<file path="src/memmap_pkg.sv">
// Memory mapper shared definitions
// Region size codes, mapper register layout and bus constants

package memmap_pkg;

    localparam int NREGION   = 8;   // Programmable regions
    localparam int ADDR_W    = 23;  // CPU word address, byte bits 23:1
    localparam int FC_INTACK = 7;   // Function code of an IACK cycle

    // Mapper register file layout
    localparam int MMR_NUM      = 32;
    localparam int MMR_IDX_W    = 5;
    localparam int MMR_BASE_IDX = 16;  // Base byte of region 0
    localparam int MMR_SIZE_IDX = 17;  // Size code of region 0
    localparam int MMR_STRIDE   = 2;   // Registers per region

    // Region size, sets how many upper address bits are compared
    typedef enum logic [1:0] {
        SIZE_64K  = 2'd0,  // 8 bits
        SIZE_128K = 2'd1,  // 7 bits
        SIZE_512K = 2'd2,  // 5 bits
        SIZE_2M   = 2'd3   // 3 bits
    } region_size_e;

    // Mask over byte address bits 23:16 for a given size
    function automatic logic [7:0] size_mask(region_size_e sz);
        logic [7:0] m;
        case (sz)
            SIZE_64K:  m = 8'hff;
            SIZE_128K: m = 8'hfe;
            SIZE_512K: m = 8'hf8;
            SIZE_2M:   m = 8'he0;
            default:   m = 8'hff;
        endcase
        return m;
    endfunction

endpackage

</file>
<file path="src/memmap_decode.sv">
// Mapper region decode stage
// Priority match over eight regions, writes mapper registers on unmapped writes

module memmap_decode
    import memmap_pkg::*;
(
    input  logic                 clk,
    input  logic                 rst,

    // Stage 1
    input  logic                 s1_valid,
    input  logic [ADDR_W-1:0]    s1_addr,
    input  logic                 s1_wr,
    input  logic [15:0]          s1_wdata,
    input  logic [1:0]           s1_be,

    input  logic [NREGION*8-1:0] region_base,
    input  logic [NREGION*2-1:0] region_size,

    // Register write, lands on the same edge as stage 2
    output logic                 cpu_mmr_wr,
    output logic [MMR_IDX_W-1:0] cpu_mmr_idx,
    output logic [7:0]           cpu_mmr_data,

    // Stage 2 towards issue
    output logic                 s2_valid,
    output logic [ADDR_W-1:0]    s2_addr,
    output logic                 s2_wr,
    output logic [15:0]          s2_wdata,
    output logic [1:0]           s2_be,
    output logic [NREGION-1:0]   s2_region,
    output logic                 s2_drop     // Unmapped access, credit goes back
);

    logic [NREGION-1:0] hit;       // Every region that matches
    logic [NREGION-1:0] sel;       // Lowest one only
    logic               unmapped;

    // Compare byte address bits 23:16 under the size mask
    always_comb begin
        for (int r = 0; r < NREGION; r++) begin
            hit[r] = ((s1_addr[ADDR_W-1 -: 8] ^ region_base[r*8 +: 8])
                      & size_mask(region_size_e'(region_size[r*2 +: 2]))) == 8'h00;
        end
    end

    assign sel      = hit & (~hit + {{(NREGION-1){1'b0}}, 1'b1});  // Isolate lowest set bit
    assign unmapped = s1_valid && (hit == '0);

    // Unmapped write with low lane on programs the mapper
    assign cpu_mmr_wr   = unmapped && s1_wr && !s1_be[0];
    assign cpu_mmr_idx  = s1_addr[MMR_IDX_W-1:0];   // Byte address bits 5:1
    assign cpu_mmr_data = s1_wdata[7:0];

    always_ff @(posedge clk or posedge rst) begin
        if (rst) begin
            s2_valid <= 1'b0;
            s2_drop  <= 1'b0;
        end else begin
            s2_valid <= s1_valid && !unmapped;
            s2_drop  <= unmapped;
        end
    end

    always_ff @(posedge clk) begin
        if (s1_valid) begin
            s2_addr   <= s1_addr;
            s2_wr     <= s1_wr;
            s2_wdata  <= s1_wdata;
            s2_be     <= s1_be;
            s2_region <= sel;
        end
    end

    // Issued accesses carry exactly one region
    a_region_onehot: assert property (@(posedge clk) disable iff (rst)
        s2_valid |-> $onehot(s2_region))
        else $error("stage 2 region not one-hot: %h", s2_region);

endmodule

</file>
<file path="src/memmap_front.sv">
// Mapper front stage
// Captures CPU bus cycles and runs the vertical-blank interrupt with its acknowledge

module memmap_front
    import memmap_pkg::*;
(
    input  logic              clk,
    input  logic              rst,

    // CPU request for each spent credit
    input  logic              req_valid,
    input  logic [ADDR_W-1:0] req_addr,
    input  logic              req_wr,
    input  logic [15:0]       req_wdata,
    input  logic [1:0]        req_be,     // Active low lanes as on dswn
    input  logic [2:0]        req_fc,

    input  logic              vint,

    // Stage 1 towards decode
    output logic              s1_valid,
    output logic [ADDR_W-1:0] s1_addr,
    output logic              s1_wr,
    output logic [15:0]       s1_wdata,
    output logic [1:0]        s1_be,

    output logic              irq_n
);

    logic intack;      // IACK cycle accepted this clock
    logic last_vint;   // Previous vint sample
    logic vint_rise;

    assign intack    = req_valid && (req_fc == 3'(FC_INTACK));
    assign vint_rise = vint && !last_vint;

    // Stage 1 valid follows the request every cycle
    always_ff @(posedge clk or posedge rst) begin
        if (rst) begin
            s1_valid <= 1'b0;
        end else begin
            s1_valid <= req_valid;
        end
    end

    // Stage 1 payload
    always_ff @(posedge clk) begin
        if (req_valid) begin
            s1_addr  <= req_addr;
            s1_wr    <= req_wr && !intack;  // IACK passes on as a read
            s1_wdata <= req_wdata;
            s1_be    <= req_be;
        end
    end

    // VBLANK interrupt
    always_ff @(posedge clk or posedge rst) begin
        if (rst) begin
            last_vint <= 1'b0;
            irq_n     <= 1'b1;
        end else begin
            last_vint <= vint;
            if (intack) begin
                irq_n <= 1'b1;      // Acknowledge beats a new edge
            end else if (vint_rise) begin
                irq_n <= 1'b0;
            end
        end
    end

endmodule

</file>
<file path="src/memmap_issue.sv">
// Mapper issue stage
// Queues decoded accesses, sends on memory credits and returns requester credits

module memmap_issue
    import memmap_pkg::*;
#(
    parameter int QDEPTH      = 4,
    parameter int MEM_CREDITS = 2
) (
    input  logic               clk,
    input  logic               rst,

    // Stage 2
    input  logic               s2_valid,
    input  logic [ADDR_W-1:0]  s2_addr,
    input  logic               s2_wr,
    input  logic [15:0]        s2_wdata,
    input  logic [1:0]         s2_be,
    input  logic [NREGION-1:0] s2_region,
    input  logic               s2_drop,

    // Memory side
    input  logic               mem_credit,   // One credit back per pulse
    output logic               mem_valid,
    output logic [ADDR_W-1:0]  mem_addr,
    output logic               mem_wr,
    output logic [15:0]        mem_wdata,
    output logic [1:0]         mem_be,
    output logic [NREGION-1:0] mem_region,

    output logic [1:0]         req_credit    // Credits back to the requester
);

    localparam int PTR_W  = (QDEPTH > 1) ? $clog2(QDEPTH) : 1;
    localparam int CNT_W  = $clog2(QDEPTH + 1);
    localparam int CRED_W = $clog2(MEM_CREDITS + 1);
    localparam logic [PTR_W-1:0] LAST = PTR_W'(QDEPTH - 1);

    // Queue storage
    logic [ADDR_W-1:0]  q_addr   [QDEPTH];
    logic               q_wr     [QDEPTH];
    logic [15:0]        q_wdata  [QDEPTH];
    logic [1:0]         q_be     [QDEPTH];
    logic [NREGION-1:0] q_region [QDEPTH];

    logic [PTR_W-1:0]  wr_ptr, rd_ptr;
    logic [CNT_W-1:0]  q_count;
    logic [CRED_W-1:0] mem_cnt;   // Memory credits held

    assign mem_valid  = (q_count != '0) && (mem_cnt != '0);  // Head goes out
    assign mem_addr   = q_addr[rd_ptr];
    assign mem_wr     = q_wr[rd_ptr];
    assign mem_wdata  = q_wdata[rd_ptr];
    assign mem_be     = q_be[rd_ptr];
    assign mem_region = q_region[rd_ptr];

    always_ff @(posedge clk) begin
        if (s2_valid) begin
            q_addr[wr_ptr]   <= s2_addr;
            q_wr[wr_ptr]     <= s2_wr;
            q_wdata[wr_ptr]  <= s2_wdata;
            q_be[wr_ptr]     <= s2_be;
            q_region[wr_ptr] <= s2_region;
        end
    end

    always_ff @(posedge clk or posedge rst) begin
        if (rst) begin
            wr_ptr     <= '0;
            rd_ptr     <= '0;
            q_count    <= '0;
            mem_cnt    <= CRED_W'(MEM_CREDITS);
            req_credit <= 2'd0;
        end else begin
            if (s2_valid) wr_ptr <= (wr_ptr == LAST) ? '0 : wr_ptr + 1'b1;
            if (mem_valid) rd_ptr <= (rd_ptr == LAST) ? '0 : rd_ptr + 1'b1;
            q_count <= q_count + CNT_W'(s2_valid) - CNT_W'(mem_valid);
            mem_cnt <= mem_cnt + CRED_W'(mem_credit) - CRED_W'(mem_valid);
            // One back per send and per drop
            req_credit <= {1'b0, mem_valid} + {1'b0, s2_drop};
        end
    end

    // Requester credits must keep the queue from overflowing
    a_no_overflow: assert property (@(posedge clk) disable iff (rst)
        s2_valid |-> (q_count < CNT_W'(QDEPTH)))
        else $error("push into full issue queue");

    // Memory never returns more than it granted
    a_mem_credit: assert property (@(posedge clk) disable iff (rst)
        mem_cnt <= CRED_W'(MEM_CREDITS))
        else $error("memory credit count above limit: %0d", mem_cnt);

endmodule

</file>
<file path="src/memmap_regs.sv">
// Mapper register file
// 32 byte registers written by the CPU path and the MCU port, region fields exposed flat

module memmap_regs
    import memmap_pkg::*;
(
    input  logic                   clk,
    input  logic                   rst,

    // Write from the decode stage, unmapped CPU writes
    input  logic                   cpu_mmr_wr,
    input  logic [MMR_IDX_W-1:0]   cpu_mmr_idx,
    input  logic [7:0]             cpu_mmr_data,

    // Microcontroller port
    input  logic                   mcu_wr,
    input  logic [MMR_IDX_W-1:0]   mcu_addr,
    input  logic [7:0]             mcu_wdata,

    // Per-region fields
    output logic [NREGION*8-1:0]   region_base,
    output logic [NREGION*2-1:0]   region_size
);

    logic [7:0] mmr [MMR_NUM];

    always_ff @(posedge clk or posedge rst) begin
        if (rst) begin
            // All zero, every region at base 0 with 64 kB
            for (int i = 0; i < MMR_NUM; i++) begin
                mmr[i] <= 8'h00;
            end
        end else begin
            if (cpu_mmr_wr) begin
                mmr[cpu_mmr_idx] <= cpu_mmr_data;
            end
            // Same index in the same cycle, MCU takes it
            if (mcu_wr) begin
                mmr[mcu_addr] <= mcu_wdata;
            end
        end
    end

    // Base byte at 16+2r, size code in low bits of 17+2r
    genvar r;
    generate
        for (r = 0; r < NREGION; r++) begin : g_region
            assign region_base[r*8 +: 8] = mmr[MMR_BASE_IDX + MMR_STRIDE*r];
            assign region_size[r*2 +: 2] = mmr[MMR_SIZE_IDX + MMR_STRIDE*r][1:0];
        end
    endgenerate

endmodule

</file>
<file path="src/memmap_top.sv">
// Memory mapper top level
// Front, decode and issue stages around the mapper register file

module memmap_top
    import memmap_pkg::*;
#(
    parameter int QDEPTH      = 4,
    parameter int MEM_CREDITS = 2
) (
    input  logic                 clk,
    input  logic                 rst,
    // CPU requester
    input  logic                 req_valid,
    input  logic [ADDR_W-1:0]    req_addr,
    input  logic                 req_wr,
    input  logic [15:0]          req_wdata,
    input  logic [1:0]           req_be,
    input  logic [2:0]           req_fc,
    output logic [1:0]           req_credit,
    // Microcontroller register port
    input  logic                 mcu_wr,
    input  logic [MMR_IDX_W-1:0] mcu_addr,
    input  logic [7:0]           mcu_wdata,
    // Memory side
    output logic                 mem_valid,
    output logic [ADDR_W-1:0]    mem_addr,
    output logic                 mem_wr,
    output logic [15:0]          mem_wdata,
    output logic [1:0]           mem_be,
    output logic [NREGION-1:0]   mem_region,
    input  logic                 mem_credit,
    // Interrupt
    input  logic                 vint,
    output logic                 irq_n
);

    logic                 s1_valid, s1_wr, s2_valid, s2_wr, s2_drop;
    logic [ADDR_W-1:0]    s1_addr, s2_addr;
    logic [15:0]          s1_wdata, s2_wdata;
    logic [1:0]           s1_be, s2_be;
    logic [NREGION-1:0]   s2_region;
    logic [NREGION*8-1:0] region_base;
    logic [NREGION*2-1:0] region_size;
    logic                 cpu_mmr_wr;
    logic [MMR_IDX_W-1:0] cpu_mmr_idx;
    logic [7:0]           cpu_mmr_data;

    memmap_front u_front (.*);
    memmap_regs u_regs (.*);
    memmap_decode u_decode (.*);
    memmap_issue #(.QDEPTH(QDEPTH), .MEM_CREDITS(MEM_CREDITS)) u_issue (.*);

endmodule

</file>
<file path="config.mk">
export PLATFORM = sky130hd
export DESIGN_NAME = memmap_top
export DESIGN_NICKNAME = d
export VERILOG_FILES = /design/src/memmap_pkg.sv /design/src/memmap_decode.sv /design/src/memmap_front.sv /design/src/memmap_issue.sv /design/src/memmap_regs.sv /design/src/memmap_top.sv
export SDC_FILE = /design/constraint.sdc
export NUM_CORES = 1
export LEC_CHECK = 0
export ABC_AREA = 1
export ABC_CLOCK_PERIOD_IN_PS = 3600
export BUFFER_PORTS_ARGS = -buffer_cell sky130_fd_sc_hd__clkbuf_2
export CORE_MARGIN = 1.5
export CORE_UTILIZATION = 55
export DETAILED_ROUTE_END_ITERATION = 12
export MAX_ROUTING_LAYER = met4
export PLACE_DENSITY = 0.83
export SLEW_MARGIN = 20
export SYNTH_ARGS = -nofsm -noshare
export SYNTH_HDL_FRONTEND = slang
export SYNTH_SLANG_ARGS = --single-unit
</file>
<file path="constraint.sdc">
create_clock -name clk -period 3.6 [get_ports clk]
set_input_delay 0.36 -clock clk [delete_from_list [all_inputs] [get_ports clk]]
set_output_delay 0.36 -clock clk [all_outputs]
set_load 0.005 [all_outputs]
</file>
== Word level (Yosys, flattened, before mapping) ==
Memory sizes are Yosys's and may differ from the RTL's.
Cells that the tools add are included.
Storage, ports and cells
  memory bits (writable): 200
  input port bits: 64
  flip-flop bits (word level): 364
  memories: 5
Cells by class
  reductions and logical operators: 34
  add/sub/neg operators: 8
  equality and inequality tests: 27
  muxes and demuxes: 22
  order comparisons: 4
  bitwise logic cells: 20
Memories
  u_issue.q_addr: depth 4, width 23, rd ports 1, clocked after Yosys merged registers in 0, wr ports 1, line memmap_issue.sv:40  | logic [ADDR_W-1:0] q_addr [QDEPTH];
  u_issue.q_wdata: depth 4, width 16, rd ports 1, clocked after Yosys merged registers in 0, wr ports 1, line memmap_issue.sv:42  | logic [15:0] q_wdata [QDEPTH];
  u_issue.q_region: depth 4, width 8, rd ports 1, clocked after Yosys merged registers in 0, wr ports 1, line memmap_issue.sv:44  | logic [NREGION-1:0] q_region [QDEPTH];
  u_issue.q_be: depth 4, width 2, rd ports 1, clocked after Yosys merged registers in 0, wr ports 1, line memmap_issue.sv:43  | logic [1:0] q_be [QDEPTH];
  u_issue.q_wr: depth 4, width 1, rd ports 1, clocked after Yosys merged registers in 0, wr ports 1, line memmap_issue.sv:41  | logic q_wr [QDEPTH];
Operators with widths (count)
  256-bit bitwise mux: 2
  256-bit 2-to-1 mux: 2
  8-bit one-hot mux with 4 select lines: 8
  8-bit demux with 5-bit select: 2
  8-bit bitwise AND: 9
  8-bit zero test: 9
  8-bit XOR: 8
  2-bit == test (second input constant): 18
  2-bit by 1-bit == test with 1-bit output (second input constant): 8
  2-bit zero test: 8
  8-bit 2-to-1 mux: 2
  6-bit greater-or-equal comparator (second input constant): 2
  6-bit by 1-bit < comparator with 1-bit output (second input constant): 2
  5-bit inverter with 6-bit output: 2
  1-bit logical AND: 10
  8-bit by 1-bit adder with 8-bit output (second input constant): 1
  8-bit inverter: 1
  2-bit by 1-bit adder with 2-bit output (second input constant): 2
  1-bit zero test: 4
  1-bit 2-to-1 mux: 4
  2-bit 2-to-1 mux: 2
  2-bit nonzero test: 2
  3-bit by 1-bit adder with 3-bit output: 1
  3-bit == test (second input constant): 1
  5 further kinds: 5

== Logic depth before layout (Yosys ltp) ==
  depth after elaboration: 11
  mapped depth: 16
  depth with buffers taken out: 14

== Hierarchy ==
Synthesis repeated with hierarchy kept, for this count alone.
Unflattened totals
  cells, all modules: 1576
  area, all modules: 16696.0 um^2
By module, submodules not included
  memmap_issue: seq. area each 6282.3 um^2, area an instance 8026.4 um^2, cells an instance 544, times used 1
  memmap_regs: seq. area each 2001.9 um^2, area an instance 4241.6 um^2, cells an instance 615, times used 1
  memmap_decode: seq. area each 1551.5 um^2, area an instance 3041.7 um^2, cells an instance 359, times used 1
  memmap_front: seq. area each 1337.5 um^2, area an instance 1386.3 um^2, cells an instance 58, times used 1

== Worst setup path before layout ==
OpenSTA, ideal clock, no wires.
  path type: register -> register
  from: register u_front.s1_valid
  to: register u_regs.mmr (netlist bit u_regs.region_base[0])
  library setup time: 0.132 ns
  clock period less this slack: 2.424 ns
  path slack: 1.176 ns
  arrival: 2.292 ns
  cell stages (with the launch flop): 7
  path through: dfrtp_1 -> inv_1 -> nor2_8 -> buf_6 -> nand3_1 -> nand3_1 -> o21ai_1
On the way
  longest elaborated chain between the ends: 6
RTL lines
  start: declaration: line memmap_front.sv:21  | output logic s1_valid,
  start signal: assignment: line memmap_front.sv:42  | s1_valid <= req_valid;
  1-bit logical AND (*): line memmap_decode.sv:48  | assign unmapped = s1_valid && (hit == '0);
  net u_decode.unmapped: line memmap_decode.sv:37  | logic unmapped;
  1-bit logical AND (*) (2 in series): line memmap_decode.sv:51  | assign cpu_mmr_wr = unmapped && s1_wr && !s1_be[0];
  256-bit 2-to-1 mux (*): line memmap_regs.sv:34  | if (cpu_mmr_wr) begin
  256-bit bitwise mux: line memmap_regs.sv:39  | mmr[mcu_addr] <= mcu_wdata;
  256-bit 2-to-1 mux (*): line memmap_regs.sv:38  | if (mcu_wr) begin
  end signal: indexed assignment: line memmap_regs.sv:35  | mmr[cpu_mmr_idx] <= cpu_mmr_data;
  end signal: indexed assignment: line memmap_regs.sv:39
  end: declaration: line memmap_regs.sv:25  | logic [7:0] mmr [MMR_NUM];
The timed path passes the listed nets; every way through them passes the cells marked *.
A chain may end at the register's enable or synchronous reset.

== Final worst setup path ==
  from: register u_issue.rd_ptr[0]
  to: output mem_region[6]
On the way
  longest elaborated chain between the ends: 1
RTL lines
  start: declaration: line memmap_issue.sv:46  | logic [PTR_W-1:0] wr_ptr, rd_ptr;
  start signal: assignment: line memmap_issue.sv:76  | if (mem_valid) rd_ptr <= (rd_ptr == LAST) ? '0 : rd_ptr + 1'b1;
  memory 4 x 8 bit
  end: declaration: line memmap_top.sv:30  | output logic [NREGION-1:0] mem_region,
No other way between the ends.

==> flow_metrics.tcl <==
set metrics [dict create \
    ys_seq_elements 388 \
    synth-edff-count 292 \
    layout_min_cycle_time_ps 3170 \
    synth_top_family_by_area "simple AND/OR/NAND/NOR gates" \
    avgSynthCellArea_um2 9.81 \
    path_clk_slew_ps 70 \
    vias_per_cell 5.74 \
    run_status "finished clean" \
    synthFlopType "edfxtp_1" \
    initial_utilization_pct 55.7 \
    core_area_um2 31500 \
    finalHoldViolCount 0 \
    rsz0062_at_grt "no" \
    cellLeakagePower_nw 8.61 \
    synth_nets 1861 \
    setup_violations 0 \
    slew_viol_final 0 \
    synth-compound-area-share_pct 7.26 \
    cts_sinks 388 \
    cp_data_required_time_ps 3240 \
    hold_class "in2reg" \
    finalPower_mw 15.3 \
    drv_cap 0 \
    dieArea_um2 32900 \
    grt_pass1_wl_um 69900 \
    num_vias 13529 \
    critPathMaxFanout 63 \
    post-dp-hpwl_um 28400 \
    ir_drop_v 0.000545 \
    ios 118 \
    synth_top_cell_area_share_pct 50.1 \
    fill_cells 2368 \
    power.density_nw_per_um2 762 \
    crit_start "u_issue.rd_ptr[0]" \
    htreeDepth 2 \
    synth_warnings 0 \
    synthTopCellsByArea "edfxtp_1 50%, dfrtp_1 13%, nand2_1 9.9%, nand3_1 5.6%, o21ai_0 5.2%" \
    die_x_um 181 \
    rrSetupSlack_ps 590 \
    timing.rr.start "u_front.s1_addr[18]" \
    max-clock-path-buffers 3 \
    cts_tree "built" \
    antenna_found_initial 0 \
    cp-end-kind "output port" \
    synthAdderAreaFrac_pct 0.829 \
    reg2reg_depth 12 \
    yosysSeqAreaShare_pct 63.8 \
    gr-total-overflow 0 \
    start_kind "flop" \
    synthArstFlopShare_pct 24.7 \
    drc_errors 0 \
    io_buffers 117 \
    wl_per_cell_um 19.3 \
    num_rows 65 \
    synth_mux_area_share_pct 0.257 \
    timing.rr.end "u_regs.region_base[0]" \
    grt_pass1_vias 12786 \
    tightest_slew_ps 982 \
    cts_made_buffers 38 \
    arrival_ps 2810 \
    synth_top_cell_by_area "edfxtp_1" \
    dp_slack_ps 721 \
    holdWs_ps 10.5 \
    syn2layout_area_growth_pct 14.5 \
    die_h_um 181 \
    synth_xor_area_share_pct 1.30 \
    diodes 0 \
    grt_max_degree 81 \
    fmax_mhz 316 \
    grt.total_usage_pct 28.4 \
    critical_path_class "reg2out" \
    drt_iter0_markers 1655 \
    ant_nets 0 \
    dp.cells 2257 \
    setup_tns_ps 0 \
    syn_area_um2 17500 \
    relSlewSlack_pct 34.6 \
    fin_crit_sh_pct 88.0 \
    syn_inst 1786 \
    cts_root_buf "clkbuf_16" \
    fin_worst_skew_ps 35.0 \
    final_cells 2357 \
    setup_ws_ps 433 \
    gp_congestion 1.00 \
    drive_gt1_share_pct 12.0 \
    wirelength_um 45400 \
    nets 2000 \
    dr.pass1.iters 6 \
    synth_cell_types 35 \
    synth-simple-area-share_pct 20.0 \
    clock_latency_ps 560 \
    cp-endpoint "mem_region[6]" \
]
-- layer usage --
layer	vias up	track usage, %	wire (µm)
li1	6231	-	-
met1	6397	35.6	17000
met2	775	47.0	22300
met3	126	4.07	4350
met4	0	11.0	1690
met5	-	-	0
-- sequential cells by signal, indices dropped and copies added, names as in the netlist, 2 cells and up --
name / count
u_front.s1_addr: 23
u_issue.q_count: 3
u_issue.q_be: 8
u_decode.s2_addr: 23
u_issue.q_addr: 92
u_issue.wr_ptr: 2
u_decode.s2_region: 8
u_regs.region_size: 16
u_decode.s2_wdata: 16
u_issue.q_wdata: 64
u_regs.region_base: 64
u_issue.q_region: 32
u_issue.mem_cnt: 2
u_front.s1_wdata: 16
u_issue.rd_ptr: 2
u_decode.s2_be: 2
u_issue.q_wr: 4
u_issue.req_credit: 2
u_front.s1_be: 2
-- logic make-up (layout without fill, tap and decap cells) --
| logic type | Yosys count | count (layout) |
|---|---|---|
| xor+xnor | 26 | 26 |
| fa+ha+maj | 11 | 11 |
| compound gates | 241 | 241 |
| flops | 388 | 388 |
| simple gates | 843 | 843 |
| mux | 4 | 4 |
| buf+inv | 273 | 442 |
-- metrics by stage --
stage | utilization, % | cell area [µm²]
floorplan | - | 17500
global placement | 58.6 | 18400
detailed placement | 58.6 | 18400
CTS | 63.7 | 20100
global route | 63.7 | 20100
finish | 63.7 | 20100
-- cell usage after synthesis, types with 10 or more instances --
cell	count
nand2_1	463
edfxtp_1	292
nand3_1	195
inv_1	191
o21ai_0	181
nor2_1	155
dfrtp_1	94
o22ai_1	50
clkbuf_1	45
xnor2_1	26
buf_6	14
nor3_1	13
buf_2	12
ha_1	10
-- area by class of cell --
cell class | count | area, µm² | area share (%)
flip-flops and latches | 388 | 11200 | 55.7
multi-input cells | 1125 | 5190 | 25.9
repair buffers | 175 | 1120 | 5.59
clock buffers | 47 | 1020 | 5.07
inverters | 197 | 747 | 3.72
well taps | 402 | 503 | 2.51
clock inverters | 23 | 303 | 1.51
-- power by group --
group	switching [mW]	total, mW	leakage, nW	internal (mW)
combinational	2.88	4.67	4.10	1.78
sequential	0.756	6.42	3.88	5.66
clock	1.73	4.20	0.635	2.47
total	5.38	15.3	8.61	9.91
-- critical path: stages, from the launching register on --
cell and delay, ps:
dfrtp_2 660, inv_2 620, buf_12 330, o21ai_0 150, o22ai_1 270, clkbuf_2 170
-- worst min-delay path by stage --
| stage | start | endpoint | slack [ps] | cells after the start |
|---|---|---|---|---|
| 6_report | req_addr[6] | u_front.s1_addr[6] | 10 | 1 |
| 5_1_grt | req_addr[6] | u_front.s1_addr[6] | 2 | 1 |
| 4_1_cts | req_wdata[3] | u_front.s1_wdata[3] | 2 | 1 |
| 3_5_place_dp | u_front.s1_wdata[15] | u_decode.s2_wdata[15] | 410 | 0 |
| 3_3_place_gp | u_front.s1_addr[10] | u_decode.s2_addr[10] | 400 | 0 |
| 2_1_floorplan | vint | u_front.last_vint | 390 | 0 |
-- layout by cell type, fill, tap and decap left out, drive strengths merged, types with 2 or more instances in the layout --
cell         instances
nand4                3
ha                  10
nor2               158
nand3              195
dfstp                2
or2                  3
mux2                 4
nor3                13
edfxtp             292
dfrtp               94
buf                 28
dlygate4sd3         30
clkinv              14
clkbuf             164
inv                196
nand2              467
nor3b                2
bufinv               6
clkinvlp             4
o21ai              189
o22ai               50
xnor2               26
-- timing repair --
| item | 4_1_cts | 5_1_grt |
|---|---|---|
| resized for setup | 0 | 0 |
| buffers inserted | 0 | 0 |
| hold endpoints to repair | 69 | 0 |
| hold buffers | 30 | 0 |
(Power assumes the default switching activity.)
